File: src/axi_mem_pkg.sv
`default_nettype none

package axi_mem_pkg;

  localparam int unsigned AddrWidth = 16;
  localparam int unsigned DataWidth = 32;
  localparam int unsigned IdWidth   = 4;
  localparam int unsigned NumBanks  = 2;

  localparam int unsigned BankWidth = DataWidth / NumBanks;
  localparam int unsigned DataBytes = DataWidth / 8;
  localparam int unsigned BankBytes = BankWidth / 8;

  localparam int unsigned MetaDepth    = 2;  // Accesses in flight
  localparam int unsigned MetaPtrWidth = (MetaDepth > 1) ? $clog2(MetaDepth) : 1;
  localparam int unsigned MetaCntWidth = $clog2(MetaDepth + 1);

  typedef logic [AddrWidth-1:0] addr_t;  // Byte address
  typedef logic [DataWidth-1:0] data_t;
  typedef logic [DataBytes-1:0] strb_t;
  typedef logic [IdWidth-1:0]   id_t;
  typedef logic [BankWidth-1:0] bank_data_t;
  typedef logic [BankBytes-1:0] bank_strb_t;
  typedef logic [1:0]           resp_t;

  localparam resp_t RespOkay = 2'b00;

  typedef struct packed {
    id_t   id;
    addr_t addr;
  } ar_chan_t;

  typedef struct packed {
    id_t   id;
    addr_t addr;
  } aw_chan_t;

  typedef struct packed {
    data_t data;
    strb_t strb;
  } w_chan_t;

  typedef struct packed {
    id_t   id;
    resp_t resp;
  } b_chan_t;

  typedef struct packed {
    data_t data;
    id_t   id;
    resp_t resp;
  } r_chan_t;

  // Full-width access handed to the bank splitter
  typedef struct packed {
    addr_t addr;
    data_t wdata;
    strb_t strb;
    logic  we;
  } mem_req_t;

  typedef struct packed {
    id_t  id;
    logic write;  // Selects B over R
  } meta_t;

endpackage

`default_nettype wire
File: src/axi_mem_bridge.sv
`timescale 1ns/1ps
`default_nettype none

module axi_mem_bridge (
  input  logic                                                  clk_i,
  input  logic                                                  rst_ni,
  output logic                                                  busy_o,
  input  logic                                                  ar_valid_i,
  input  axi_mem_pkg::ar_chan_t                                 ar_i,
  output logic                                                  ar_ready_o,
  input  logic                                                  aw_valid_i,
  input  axi_mem_pkg::aw_chan_t                                 aw_i,
  output logic                                                  aw_ready_o,
  input  logic                                                  w_valid_i,
  input  axi_mem_pkg::w_chan_t                                  w_i,
  output logic                                                  w_ready_o,
  output logic                                                  b_valid_o,
  output axi_mem_pkg::b_chan_t                                  b_o,
  input  logic                                                  b_ready_i,
  output logic                                                  r_valid_o,
  output axi_mem_pkg::r_chan_t                                  r_o,
  input  logic                                                  r_ready_i,
  output logic                   [axi_mem_pkg::NumBanks-1:0]    bank_req_o,
  input  logic                   [axi_mem_pkg::NumBanks-1:0]    bank_gnt_i,
  output axi_mem_pkg::addr_t      [axi_mem_pkg::NumBanks-1:0]   bank_addr_o,
  output axi_mem_pkg::bank_data_t [axi_mem_pkg::NumBanks-1:0]   bank_wdata_o,
  output axi_mem_pkg::bank_strb_t [axi_mem_pkg::NumBanks-1:0]   bank_strb_o,
  output logic                   [axi_mem_pkg::NumBanks-1:0]    bank_we_o,
  input  logic                   [axi_mem_pkg::NumBanks-1:0]    bank_rvalid_i,
  input  axi_mem_pkg::bank_data_t [axi_mem_pkg::NumBanks-1:0]   bank_rdata_i
);

  axi_mem_pkg::mem_req_t arb_req;
  axi_mem_pkg::meta_t    arb_meta;
  axi_mem_pkg::meta_t    head_meta;
  axi_mem_pkg::data_t    resp_data;
  logic                  arb_valid;
  logic                  arb_ready;
  logic                  split_ready;
  logic                  meta_full;
  logic                  meta_empty;
  logic                  meta_pop;
  logic                  resp_valid;
  logic                  resp_ready;

  // Splitter and queue take each item together
  assign arb_ready = split_ready & ~meta_full;

  assign busy_o = ar_valid_i | aw_valid_i | w_valid_i | b_valid_o | r_valid_o | ~meta_empty;

  ax_arbiter i_arbiter (
    .clk_i       (clk_i),
    .rst_ni      (rst_ni),
    .ar_valid_i  (ar_valid_i),
    .ar_i        (ar_i),
    .ar_ready_o  (ar_ready_o),
    .aw_valid_i  (aw_valid_i),
    .aw_i        (aw_i),
    .aw_ready_o  (aw_ready_o),
    .w_valid_i   (w_valid_i),
    .w_i         (w_i),
    .w_ready_o   (w_ready_o),
    .req_valid_o (arb_valid),
    .req_o       (arb_req),
    .meta_o      (arb_meta),
    .req_ready_i (arb_ready)
  );

  meta_fifo i_meta_fifo (
    .clk_i   (clk_i),
    .rst_ni  (rst_ni),
    .push_i  (arb_valid & arb_ready),
    .meta_i  (arb_meta),
    .full_o  (meta_full),
    .pop_i   (meta_pop),
    .meta_o  (head_meta),
    .empty_o (meta_empty)
  );

  mem_bank_split i_split (
    .clk_i         (clk_i),
    .rst_ni        (rst_ni),
    .req_valid_i   (arb_valid & ~meta_full),  // Blocked while the queue is full
    .req_i         (arb_req),
    .req_ready_o   (split_ready),
    .resp_valid_o  (resp_valid),
    .resp_data_o   (resp_data),
    .resp_ready_i  (resp_ready),
    .bank_req_o    (bank_req_o),
    .bank_gnt_i    (bank_gnt_i),
    .bank_addr_o   (bank_addr_o),
    .bank_wdata_o  (bank_wdata_o),
    .bank_strb_o   (bank_strb_o),
    .bank_we_o     (bank_we_o),
    .bank_rvalid_i (bank_rvalid_i),
    .bank_rdata_i  (bank_rdata_i)
  );

  resp_router i_router (
    .resp_valid_i (resp_valid),
    .resp_data_i  (resp_data),
    .resp_ready_o (resp_ready),
    .meta_i       (head_meta),
    .meta_valid_i (~meta_empty),
    .pop_o        (meta_pop),
    .b_valid_o    (b_valid_o),
    .b_o          (b_o),
    .b_ready_i    (b_ready_i),
    .r_valid_o    (r_valid_o),
    .r_o          (r_o),
    .r_ready_i    (r_ready_i)
  );

endmodule

`default_nettype wire

File: src/resp_router.sv
`timescale 1ns/1ps
`default_nettype none

module resp_router (
  input  logic                 resp_valid_i,
  input  axi_mem_pkg::data_t   resp_data_i,
  output logic                 resp_ready_o,
  input  axi_mem_pkg::meta_t   meta_i,
  input  logic                 meta_valid_i,
  output logic                 pop_o,
  output logic                 b_valid_o,
  output axi_mem_pkg::b_chan_t b_o,
  input  logic                 b_ready_i,
  output logic                 r_valid_o,
  output axi_mem_pkg::r_chan_t r_o,
  input  logic                 r_ready_i
);

  logic joined;

  // Data and queue head must both be present
  assign joined = resp_valid_i & meta_valid_i;

  assign b_valid_o = joined & meta_i.write;
  assign r_valid_o = joined & ~meta_i.write;

  assign b_o.id   = meta_i.id;
  assign b_o.resp = axi_mem_pkg::RespOkay;

  assign r_o.data = resp_data_i;
  assign r_o.id   = meta_i.id;
  assign r_o.resp = axi_mem_pkg::RespOkay;

  // Completion on the selected channel frees both sides
  assign pop_o        = (b_valid_o & b_ready_i) | (r_valid_o & r_ready_i);
  assign resp_ready_o = pop_o;

endmodule

`default_nettype wire

File: src/mem_bank_split.sv
`timescale 1ns/1ps
`default_nettype none

module mem_bank_split (
  input  logic                                                  clk_i,
  input  logic                                                  rst_ni,
  input  logic                                                  req_valid_i,
  input  axi_mem_pkg::mem_req_t                                 req_i,
  output logic                                                  req_ready_o,
  output logic                                                  resp_valid_o,
  output axi_mem_pkg::data_t                                    resp_data_o,
  input  logic                                                  resp_ready_i,
  output logic                   [axi_mem_pkg::NumBanks-1:0]    bank_req_o,
  input  logic                   [axi_mem_pkg::NumBanks-1:0]    bank_gnt_i,
  output axi_mem_pkg::addr_t      [axi_mem_pkg::NumBanks-1:0]   bank_addr_o,
  output axi_mem_pkg::bank_data_t [axi_mem_pkg::NumBanks-1:0]   bank_wdata_o,
  output axi_mem_pkg::bank_strb_t [axi_mem_pkg::NumBanks-1:0]   bank_strb_o,
  output logic                   [axi_mem_pkg::NumBanks-1:0]    bank_we_o,
  input  logic                   [axi_mem_pkg::NumBanks-1:0]    bank_rvalid_i,
  input  axi_mem_pkg::bank_data_t [axi_mem_pkg::NumBanks-1:0]   bank_rdata_i
);

  localparam int unsigned NB = axi_mem_pkg::NumBanks;
  localparam int unsigned BW = axi_mem_pkg::BankWidth;
  localparam int unsigned BB = axi_mem_pkg::BankBytes;

  typedef struct packed {
    axi_mem_pkg::addr_t      addr;
    axi_mem_pkg::bank_data_t wdata;
    axi_mem_pkg::bank_strb_t strb;
    logic                    we;
  } bank_req_t;

  bank_req_t               [NB-1:0] req_in;
  bank_req_t               [NB-1:0] req_q;
  bank_req_t               [NB-1:0] req_out;
  axi_mem_pkg::bank_data_t [NB-1:0] resp_q;
  logic                    [NB-1:0] req_full_q;
  logic                    [NB-1:0] resp_full_q;
  logic                    [NB-1:0] pend_q;  // Granted, rvalid still due
  logic                    [NB-1:0] resp_valid;
  axi_mem_pkg::addr_t               base_addr;
  logic                             accept;
  logic                             resp_take;

  assign base_addr = req_i.addr & ~axi_mem_pkg::addr_t'(axi_mem_pkg::DataBytes - 1);

  // One access per bank at a time, so a held response is never overrun
  assign req_ready_o  = ~|req_full_q & ~|resp_full_q & ~|pend_q;
  assign accept       = req_valid_i & req_ready_o;
  assign resp_valid_o = &resp_valid;
  assign resp_take    = resp_valid_o & resp_ready_i;  // Pops all banks at once

  for (genvar i = 0; i < NB; i++) begin : gen_bank
    assign req_in[i].addr  = base_addr + axi_mem_pkg::addr_t'(i * BB);
    assign req_in[i].wdata = req_i.wdata[i*BW +: BW];
    assign req_in[i].strb  = req_i.strb[i*BB +: BB];
    assign req_in[i].we    = req_i.we;

    // Request fall-through
    assign bank_req_o[i]   = req_full_q[i] | accept;
    assign req_out[i]      = req_full_q[i] ? req_q[i] : req_in[i];
    assign bank_addr_o[i]  = req_out[i].addr;
    assign bank_wdata_o[i] = req_out[i].wdata;
    assign bank_strb_o[i]  = req_out[i].strb;
    assign bank_we_o[i]    = req_out[i].we;

    // Response fall-through
    assign resp_valid[i] = resp_full_q[i] | bank_rvalid_i[i];
    assign resp_data_o[i*BW +: BW] = resp_full_q[i] ? resp_q[i] : bank_rdata_i[i];

    always_ff @(posedge clk_i or negedge rst_ni) begin
      if (!rst_ni) begin
        req_full_q[i]  <= 1'b0;
        resp_full_q[i] <= 1'b0;
        pend_q[i]      <= 1'b0;
      end else begin
        req_full_q[i]  <= bank_req_o[i] & ~bank_gnt_i[i];
        resp_full_q[i] <= resp_valid[i] & ~resp_take;
        pend_q[i]      <= (pend_q[i] & ~bank_rvalid_i[i]) | (bank_req_o[i] & bank_gnt_i[i]);
      end
    end

    always_ff @(posedge clk_i) begin
      if (accept && !bank_gnt_i[i]) req_q[i] <= req_in[i];
      if (!resp_full_q[i] && bank_rvalid_i[i]) resp_q[i] <= bank_rdata_i[i];
    end
  end

endmodule

`default_nettype wire

File: src/meta_fifo.sv
`timescale 1ns/1ps
`default_nettype none

module meta_fifo (
  input  logic               clk_i,
  input  logic               rst_ni,
  input  logic               push_i,
  input  axi_mem_pkg::meta_t meta_i,
  output logic               full_o,
  input  logic               pop_i,
  output axi_mem_pkg::meta_t meta_o,
  output logic               empty_o
);

  axi_mem_pkg::meta_t [axi_mem_pkg::MetaDepth-1:0] mem_q;

  logic [axi_mem_pkg::MetaPtrWidth-1:0] wr_ptr_q;
  logic [axi_mem_pkg::MetaPtrWidth-1:0] rd_ptr_q;
  logic [axi_mem_pkg::MetaCntWidth-1:0] cnt_q;
  logic                                 do_push;
  logic                                 do_pop;

  function automatic logic [axi_mem_pkg::MetaPtrWidth-1:0] next_ptr(
    input logic [axi_mem_pkg::MetaPtrWidth-1:0] ptr
  );
    if (ptr == axi_mem_pkg::MetaPtrWidth'(axi_mem_pkg::MetaDepth - 1)) begin
      return '0;
    end
    return ptr + 1'b1;
  endfunction

  assign full_o  = (cnt_q == axi_mem_pkg::MetaCntWidth'(axi_mem_pkg::MetaDepth));
  assign empty_o = (cnt_q == '0);
  assign do_push = push_i & ~full_o;
  assign do_pop  = pop_i & ~empty_o;
  assign meta_o  = mem_q[rd_ptr_q];  // Head of queue

  always_ff @(posedge clk_i or negedge rst_ni) begin
    if (!rst_ni) begin
      wr_ptr_q <= '0;
      rd_ptr_q <= '0;
      cnt_q    <= '0;
    end else begin
      if (do_push) wr_ptr_q <= next_ptr(wr_ptr_q);
      if (do_pop)  rd_ptr_q <= next_ptr(rd_ptr_q);
      if (do_push && !do_pop) begin
        cnt_q <= cnt_q + 1'b1;
      end else if (do_pop && !do_push) begin
        cnt_q <= cnt_q - 1'b1;
      end
    end
  end

  always_ff @(posedge clk_i) begin
    if (do_push) mem_q[wr_ptr_q] <= meta_i;
  end

endmodule

`default_nettype wire

File: src/ax_arbiter.sv
`timescale 1ns/1ps
`default_nettype none

module ax_arbiter (
  input  logic                  clk_i,
  input  logic                  rst_ni,
  input  logic                  ar_valid_i,
  input  axi_mem_pkg::ar_chan_t ar_i,
  output logic                  ar_ready_o,
  input  logic                  aw_valid_i,
  input  axi_mem_pkg::aw_chan_t aw_i,
  output logic                  aw_ready_o,
  input  logic                  w_valid_i,
  input  axi_mem_pkg::w_chan_t  w_i,
  output logic                  w_ready_o,
  output logic                  req_valid_o,
  output axi_mem_pkg::mem_req_t req_o,
  output axi_mem_pkg::meta_t    meta_o,
  input  logic                  req_ready_i
);

  logic rd_pend;
  logic wr_pend;
  logic grant_rd;
  logic grant_wr;
  logic prio_wr_q;  // Write wins the next tie

  // A write needs address and data together
  assign rd_pend = ar_valid_i;
  assign wr_pend = aw_valid_i & w_valid_i;

  assign grant_wr = wr_pend & (~rd_pend | prio_wr_q);
  assign grant_rd = rd_pend & ~grant_wr;

  assign req_valid_o = rd_pend | wr_pend;
  assign ar_ready_o  = grant_rd & req_ready_i;
  assign aw_ready_o  = grant_wr & req_ready_i;
  assign w_ready_o   = grant_wr & req_ready_i;  // AW and W move as a pair

  assign req_o.addr  = grant_wr ? aw_i.addr : ar_i.addr;
  assign req_o.wdata = w_i.data;
  assign req_o.strb  = grant_wr ? w_i.strb : '0;  // Reads touch no bytes
  assign req_o.we    = grant_wr;

  assign meta_o.id    = grant_wr ? aw_i.id : ar_i.id;
  assign meta_o.write = grant_wr;

  // Hand priority to the other channel after each grant
  always_ff @(posedge clk_i or negedge rst_ni) begin
    if (!rst_ni) begin
      prio_wr_q <= 1'b0;
    end else if (req_valid_o && req_ready_i) begin
      prio_wr_q <= grant_rd;
    end
  end

endmodule

`default_nettype wire

File: config.mk
export PLATFORM = sky130hd
export DESIGN_NAME = axi_mem_bridge
export DESIGN_NICKNAME = d
export VERILOG_FILES = /design/src/axi_mem_pkg.sv /design/src/axi_mem_bridge.sv /design/src/resp_router.sv /design/src/mem_bank_split.sv /design/src/meta_fifo.sv /design/src/ax_arbiter.sv
export SDC_FILE = /design/constraint.sdc
export NUM_CORES = 1
export LEC_CHECK = 0
export ABC_CLOCK_PERIOD_IN_PS = 4300
export BUFFER_PORTS_ARGS = -buffer_cell sky130_fd_sc_hd__buf_4
export CORE_MARGIN = 3
export CORE_UTILIZATION = 35
export CTS_BUF_LIST = sky130_fd_sc_hd__clkbuf_4 sky130_fd_sc_hd__clkbuf_8
export DETAILED_ROUTE_END_ITERATION = 12
export PLACE_DENSITY_LB_ADDON = 0.1
export SKIP_LAST_GASP = 1
export SYNTH_ARGS = -nofsm -noshare
export SYNTH_HDL_FRONTEND = slang
export SYNTH_SLANG_ARGS = --single-unit
File: constraint.sdc
create_clock -name clk_i -period 4.3 [get_ports clk_i]
set_input_delay 0.43 -clock clk_i [delete_from_list [all_inputs] [get_ports clk_i]]
set_output_delay 0.43 -clock clk_i [all_outputs]
set_load 0.05 [all_outputs]
After elaboration in Yosys (flattened, before gate mapping)
Index checks and enable logic that the tools add are counted.
{"block": "word_totals", "ff_bits": 121, "input_bits": 119, "out_inout_bits": 122, "word_cells": 129}
{"block": "op_classes", "add_sub_neg": 5, "order_cmp": 3, "n_eq_ne": 1, "mux": 22, "n_bitwise": 51, "reduce_logical": 23}
{"operator": "35-bit two-way mux", "n": 2}
{"operator": "16-bit two-way mux", "n": 3}
{"operator": "1-bit bitwise AND", "n": 27}
{"operator": "16-bit by 2-bit adder with 16-bit output, second input constant", "n": 1}
{"operator": "5-bit two-way mux", "n": 3}
{"operator": "1-bit OR", "n": 14}
{"operator": "10-bit bitwise mux", "n": 1}
{"operator": "1-bit inverter", "n": 10}
{"operator": "1-bit zero test", "n": 9}
{"operator": "1-bit logical AND", "n": 8}
{"operator": "1-bit two-way mux", "n": 8}
{"operator": "4-bit two-way mux", "n": 2}
{"operator": "2-bit OR reduction", "n": 3}
{"operator": "5-bit demux with 1-bit select", "n": 1}
{"operator": "1-bit by 2-bit less-than comparator with 1-bit output, second input constant", "n": 2}
{"operator": "2-bit two-way mux", "n": 2}
{"operator": "1-bit adder, second input constant", "n": 2}
{"operator": "2-bit by 1-bit adder with 2-bit output, second input constant", "n": 1}
{"operator": "2-bit equality test, second input constant", "n": 1}
{"operator": "2-bit zero test", "n": 1}
{"operator": "2-bit AND reduction", "n": 1}
{"operator": "2-bit nonzero test", "n": 1}
{"operator": "2-bit by 1-bit subtractor with 2-bit output, second input constant", "n": 1}
{"operator": "1-bit >= comparator, second input constant", "n": 1}

Longest topological paths before layout
Gate-level depths: netlist (run 1).
{"block": "logic_depth", "depth_word": 11, "depth_mapped": 9, "depth_no_buf": 8}

By module
From an unflattened synthesis (run 1), not the netlist that was laid out.
{"block": "hier_totals", "cells_unflattened": 412, "area_unflattened_um2": 6172.2}
{"mod": "mem_bank_split", "n_inst": 1, "cells_each": 249, "area_each_um2": 4520.6, "seq_area_each_um2": 3093.0}
{"mod": "ax_arbiter", "n_inst": 1, "cells_each": 71, "area_each_um2": 684.4, "seq_area_each_um2": 25.0}
{"mod": "meta_fifo", "n_inst": 1, "cells_each": 35, "area_each_um2": 560.5, "seq_area_each_um2": 400.4}
{"mod": "resp_router", "n_inst": 1, "cells_each": 51, "area_each_um2": 370.4, "seq_area_each_um2": 0.0}
{"mod": "axi_mem_bridge", "n_inst": 1, "cells_each": 6, "area_each_um2": 36.3, "seq_area_each_um2": 0.0}

Worst setup path after synthesis (run 1)
OpenSTA, ideal clock, no wires.
{"block": "synth_timing", "path_type": "register to register", "startpoint": "register i_split.resp_full_q[1]", "endpoint": "register i_split.req_q[0] in the netlist's numbering, enable pin", "setup_time_ns": 0.423, "t_arrival_ns": 3.124, "required_time_ns": 3.877, "path_slack_ns": 0.752, "path_stages_with_launch": 6, "path_buffers": 2, "period_less_slack_ns": 3.548, "cell_sequence": "dfrtp_1 buf_6 or4_4 or4b_1 buf_6 nor2_1"}
{"block": "synth_via", "elab_chain_cells": 6}
{"element": "start: declaration", "line_no": "mem_bank_split.sv:39", "text": "logic [NB-1:0] resp_full_q;"}
{"element": "start signal: indexed assignment", "line_no": "mem_bank_split.sv:79", "text": "resp_full_q[i] <= resp_valid[i] & ~resp_take;"}
{"element": "2-bit OR reduction", "line_no": "mem_bank_split.sv:49", "text": "assign req_ready_o = ~|req_full_q & ~|resp_full_q & ~|pend_q;"}
{"element": "1-bit zero test", "line_no": "mem_bank_split.sv:49"}
{"element": "1-bit bitwise AND (2 in series)", "line_no": "mem_bank_split.sv:49"}
{"element": "1-bit bitwise AND", "line_no": "mem_bank_split.sv:50", "text": "assign accept = req_valid_i & req_ready_o;"}
{"element": "1-bit logical AND", "line_no": "mem_bank_split.sv:85", "text": "if (accept && !bank_gnt_i[i]) req_q[i] <= req_in[i];"}
{"element": "end signal: indexed assignment", "line_no": "mem_bank_split.sv:85"}
{"element": "end: declaration", "line_no": "mem_bank_split.sv:35", "text": "bank_req_t [NB-1:0] req_q;"}
Every way passes these cells.
A chain may end at the register's enable or synchronous reset.

Final worst setup path (run 1)
{"block": "layout_timing", "startpoint": "register i_split.resp_full_q[1]", "endpoint": "output bank_req_o[1] in the netlist's numbering"}
{"block": "layout_via", "elab_chain_cells": 6}
{"element": "2-bit OR reduction", "line_no": "mem_bank_split.sv:49"}
{"element": "1-bit zero test", "line_no": "mem_bank_split.sv:49"}
{"element": "1-bit bitwise AND (2 in series)", "line_no": "mem_bank_split.sv:49"}
{"element": "1-bit bitwise AND", "line_no": "mem_bank_split.sv:50"}
{"element": "1-bit OR", "line_no": "mem_bank_split.sv:61", "text": "assign bank_req_o[i] = req_full_q[i] | accept;"}
{"element": "end: declaration", "line_no": "axi_mem_bridge.sv:23", "text": "output logic [axi_mem_pkg::NumBanks-1:0] bank_req_o,"}
Every way passes these cells.

==> results.json, run 1 <==
{
  "cts.repair.resized": 0,
  "swShare_pct": 40.6,
  "place_congestion": 0.762,
  "crit_required_ns": 3.87,
  "rsz0062_at_grt": "false",
  "drive_above_1_share_pct": 68.9,
  "numCtsBuffers": 17,
  "synth_top_area_share_pct": 60.1,
  "detail_route.wl_per_cell_um": 16.9,
  "grt_max_degree": 35,
  "die_x_um": 130,
  "drt_pre_antenna_iters": 4,
  "drtIter0Drc": 147,
  "synthesis.area_mm2": 0.00540,
  "cp_max_fo": 19,
  "setup_tns_ns": 0,
  "grt_use_total_pct": 14.8,
  "cts_tree": "built",
  "clk_path_buf_depth": 2,
  "crit_type": "reg -> out",
  "yosys.area.top_type": "edfxtp_1",
  "antenna_found_initial": 0,
  "drc_errors": 0,
  "startpoint_type": "flip-flop",
  "max_slew_margin_pct": 47.8,
  "max_freq_mhz": 295,
  "synthTopCellsByArea": "edfxtp_1 (60%), mux2_2 (25%), dfrtp_1 (5.1%)",
  "dp_hpwl_um": 9030,
  "syn-mean-instance-area_um2": 16.7,
  "vdd_drop_max_mv": 0.371,
  "end_kind": "output port",
  "p_int_uw": 2900,
  "cts_root_buf": "clkbuf_8",
  "first_global_vias": 3689,
  "insertion_delay_ns": 0.42,
  "finalMaxSlewViolations": 0,
  "mostFrequentLayoutCell": "buf_4",
  "row_count": 44,
  "dieArea_mm2": 0.0169,
  "area_growth_pct": 43.0,
  "grt_pass1_wl_um": 19200,
  "p_leak_uw": 0.00314,
  "layout.nets": 676,
  "die_y_um": 130,
  "cts_sinks": 119,
  "postRouteAntennaNets": 0,
  "final_cell_area_mm2": 0.00771,
  "status": "completed",
  "p_comb_share_pct": 44.7,
  "via_per_inst": 4.71,
  "fin_util_pct": 52.1,
  "period_needed_ns": 3.39,
  "cp_data_arrival_time_ns": 2.96,
  "final_cell_mix": "buf_4 (235), mux2_2 (120), edfxtp_1 (108)",
  "p_clk_share_pct": 23.2,
  "p_per_area_mw_per_mm2": 633,
  "hold_class": "in -> reg",
  "vias": 3550,
  "synthCells": 324,
  "wirelength_um": 12700,
  "diodes": 0,
  "globalRouteOverflowTotal": 0,
  "clkTransAtPathRegs_ns": 0.07,
  "tightest_slew_ns": 0.783,
  "seq_area_frac_synth_pct": 65.2,
  "fill_cells": 1294,
  "htreeDepth": 4,
  "port-buffer-count": 228,
  "ys_warn_count": 0,
  "hold_buffers": 1,
  "ys_seq_elements": 119,
  "setup_viol": 0,
  "start_util_pct": 36.4,
  "cts_setup_buffers": 0,
  "clock_skew_ns": 0.0106,
  "place_area_mm2": 0.00726,
  "seq_power_share_pct": 32.1,
  "hold_viol": 0,
  "p_switching_uw": 1980,
  "max_cap_viol_count": 0,
  "core_area_mm2": 0.0148,
  "ios": 241,
  "ys_types": 31,
  "post-route-period-util_pct": 78.8
}
-- area by class of cell --
type | count | area [µm²] | share of cell area, %
clock buffer | 17 | 234 | 3.03
clock inverter | 15 | 209 | 2.71
inverter | 5 | 18.8 | 0.243
multi-input combinational | 177 | 1730 | 22.4
sequential | 119 | 3520 | 45.6
tap | 184 | 230 | 2.98
timing repair buffer | 236 | 1770 | 23.0
-- stage by stage --
step	power [µW]	hold slack (ns)	cells	setup slack [ns]
final	4880	0.190	753	0.910
after CTS	4950	0.149	753	0.816
after detailed placement	3800	0.280	720	1.15
after global placement	3790	0.274	720	1.16
after global routing	5100	0.138	753	0.699
after floorplan	3180	0.134	330	0.752
-- sequential cells by signal, summed over array words and instances, names as in the netlist --
name                  cells
i_arbiter.prio_wr_q       1
i_meta_fifo.cnt_q         2
i_meta_fifo.mem_q        10
i_meta_fifo.rd_ptr_q      1
i_meta_fifo.wr_ptr_q      1
i_split.pend_q            2
i_split.req_full_q        2
i_split.req_q            66
i_split.resp_full_q       2
i_split.resp_q           32
-- Yosys cell counts --
master,n
a21o_1,1
a21oi_1,1
a22o_2,2
and2_1,5
and2b_1,2
and3_1,1
buf_1,5
buf_2,3
buf_4,13
buf_6,2
clkbuf_1,6
conb_1,2
dfrtp_1,11
edfxtp_1,108
ha_1,1
inv_1,5
mux2_2,120
mux2i_1,2
nand2_1,3
nand2b_4,2
nor2_1,14
nor2b_1,2
nor3_1,2
o21ai_0,1
o41ai_1,1
or2_2,1
or3_1,1
or4_4,1
or4b_1,1
xnor2_1,2
xor2_1,3
-- final timing paths --
check / end / cells after the start / slack (ns) / start
max in group asynchronous: i_split.req_full_q[0] / 2 / 3.75 / rst_ni
min in group asynchronous: i_split.resp_full_q[0] / 2 / 0.39 / rst_ni
hold reg to reg: i_arbiter.prio_wr_q / 1 / 0.49 / i_arbiter.prio_wr_q
setup / recovery: bank_req_o[1] / 4 / 0.91 / i_split.resp_full_q[1]
hold / removal: i_split.resp_q[10] / 1 / 0.19 / bank_rdata_i[10]
setup reg to reg: i_split.req_q[41] / 4 / 1.20 / i_split.resp_full_q[1]
-- power by group through the flow --
stage | Clock, µW | Sequential, µW | Combinational (µW)
2_1_floorplan | 0 | 1510 | 1680
5_1_grt | 1220 | 1590 | 2290
6_report | 1130 | 1570 | 2180
4_1_cts | 1170 | 1570 | 2210
3_5_place_dp | 0 | 1600 | 2200
3_3_place_gp | 0 | 1590 | 2200
-- worst max-delay path, stage by stage, from the launching register on --
cell and delay [ns]:
dfrtp_1 0.66, or4_4 0.67, or4b_1 0.81, nand2b_4 0.18, buf_4 0.22
-- kinds of logic after synthesis --
logic type      count (synthesis)  synth area share, %
mux                           122                 25.4
flops                         119                 65.2
simple gates                   35                 3.71
fa+ha+maj                       1                0.232
other cells                     2                0.139
compound gates                  6                0.858
buf+inv                        34                 3.62
xor+xnor                        5                0.812
-- routing by layer --
layer  share of wire [%]  track usage, %
met5                   0               0
met4                 1.2            4.10
met3                 8.8            6.84
met2                  49            24.0
met1                  41            18.0
Note: power is estimated with default switching activity, not from simulation.
==> run 2: changes to the inputs <==
--- a/config.mk
+++ b/config.mk
@@ -5,7 +5,7 @@
 export SDC_FILE = /design/constraint.sdc
 export NUM_CORES = 1
 export LEC_CHECK = 0
-export ABC_CLOCK_PERIOD_IN_PS = 4300
+export ABC_CLOCK_PERIOD_IN_PS = 3000
 export BUFFER_PORTS_ARGS = -buffer_cell sky130_fd_sc_hd__buf_4
 export CORE_MARGIN = 3
 export CORE_UTILIZATION = 35
==> constraint.sdc (replaced) <==
create_clock -name clk_i -period 3 [get_ports clk_i]
set_input_delay 0.3 -clock clk_i [delete_from_list [all_inputs] [get_ports clk_i]]
set_output_delay 0.3 -clock clk_i [all_outputs]
set_load 0.05 [all_outputs]
==> results.json, run 2 (synthesis gave the netlist of run 1 again) <==
{
  "status": "completed",
  "setup_viol": 0,
  "wirelength_um": 12600,
  "start_util_pct": 36.4,
  "grt_use_total_pct": 14.7,
  "largest_reg_flops": 66,
  "cp_max_fo": 7,
  "top_regs": "i_split.req_q x66, i_split.resp_q x32, i_meta_fifo.mem_q x10",
  "worst_hold_slack_ns": 0.0599,
  "max_freq_mhz": 353,
  "max_cap_viol_count": 0,
  "crit_type": "reg -> out",
  "period_needed_ns": 2.83,
  "vias": 3518,
  "max_slew_margin_pct": 64.8,
  "post-route-period-util_pct": 94.4,
  "clk_path_buf_depth": 2,
  "cts_tree": "built",
  "crit_required_ns": 2.70,
  "mostFrequentLayoutCell": "buf_4",
  "insertion_delay_ns": 0.42,
  "cts_setup_buffers": 0,
  "row_count": 44,
  "ios": 241,
  "place_inst": 722,
  "antenna_found_initial": 0,
  "rsz0062_at_grt": "false",
  "regArea_mm2": 0.00352,
  "place_congestion": 0.775,
  "clock_skew_ns": 0.00826,
  "drtIter0Drc": 112,
  "fill_cells": 1263,
  "via_per_inst": 4.66,
  "grt_max_degree": 35,
  "dieArea_mm2": 0.0169,
  "end_kind": "output port",
  "grt_pass1_wl_um": 19000,
  "p_per_area_mw_per_mm2": 887,
  "drt_pre_antenna_iters": 4,
  "cp_data_arrival_time_ns": 2.53,
  "p_leak_uw": 0.00315,
  "core_area_mm2": 0.0148,
  "postRouteAntennaNets": 0,
  "final_cell_mix": "buf_4 (234), mux2_2 (120), edfxtp_1 (108)",
  "first_global_vias": 3660,
  "numCtsBuffers": 17,
  "tightest_slew_ns": 0.528,
  "die_x_um": 130,
  "cts_root_buf": "clkbuf_8",
  "layout.nets": 678,
  "cts_sinks": 119,
  "clkTransAtPathRegs_ns": 0.07,
  "multiInputGateArea_mm2": 0.00173,
  "detail_route.wl_per_cell_um": 16.7,
  "cts.repair.resized": 0,
  "hold_viol": 0,
  "setup_tns_ns": 0,
  "port-buffer-count": 228,
  "drive_above_1_share_pct": 68.8,
  "finalMaxSlewViolations": 0,
  "top_register": "i_split.req_q",
  "drc_errors": 0,
  "diodes": 0,
  "hold_class": "in -> reg",
  "dp_hpwl_um": 9000,
  "globalRouteOverflowTotal": 0,
  "startpoint_type": "flip-flop",
  "area_growth_pct": 42.9,
  "fin_cells": 755,
  "vdd_drop_max_mv": 0.382,
  "die_y_um": 130,
  "htreeDepth": 4
}
==> run 2: where the power goes <==
part           internal, µW  switching [µW]
combinational          1130            2110
clock                   819             609
sequential             2070            92.3
==> run 2: repair_timing <==
item / 4_1_cts / 5_1_grt
hold buffers: 1 / 0
endpoints found under the setup margin: 0 / 0
endpoints found under the hold margin: 11 / 0
==> run 2: final timing paths <==
path	slack (ns)	endpoint	depth (start not counted)	startpoint
setup / recovery	0.17	bank_req_o[0]	4	i_split.resp_full_q[1]
min in group asynchronous	0.27	i_meta_fifo.cnt_q[0]	2	rst_ni
max in group asynchronous	2.58	i_meta_fifo.wr_ptr_q	2	rst_ni
hold reg to reg	0.49	i_meta_fifo.cnt_q[1]	1	i_meta_fifo.cnt_q[1]
setup reg to reg	0.49	i_meta_fifo.mem_q[2]	3	i_split.resp_full_q[1]
hold / removal	0.06	i_split.req_q[52]	1	w_i[34]
==> run 2: through the flow <==
| step | total power, µW | cell area [µm²] | utilization (%) | setup slack (ns) |
|---|---|---|---|---|
| 6_report | 6840 | 7710 | 52.1 | 0.167 |
| 5_1_grt | 7140 | 7710 | 52.1 | 0.0493 |
| 4_1_cts | 6930 | 7710 | 52.1 | 0.0936 |
| 3_5_place_dp | 5480 | 7310 | 49.4 | 0.475 |
| 3_3_place_gp | 5470 | 7310 | 49.4 | 0.505 |
| 2_1_floorplan | 4560 | 5420 | - | -0.548 |
==> run 2: critical path, cell delays in order (launching register included) <==
cell and delay (ns):
dfrtp_1 0.37, or4_4 0.54, or4b_1 0.81, nand2b_4 0.18, buf_4 0.21
==> run 2: routing by layer <==
metal  vias to the layer above  track usage, %  part of all wire, %
li1                       1675               -                    -
met1                      1677            17.8                   41
met2                       151            23.3                   48
met3                        15            6.14                  8.5
met4                         0            6.11                  2.2
met5                         -               0                    0
==> run 2: final cells by class <==
class	instances	area share, %
sequential	119	45.6
inverter	5	0.243
clock buffer	19	3.23
timing repair buffer	238	23.7
tap	184	2.99
clock inverter	13	1.77
multi-input combinational	177	22.4
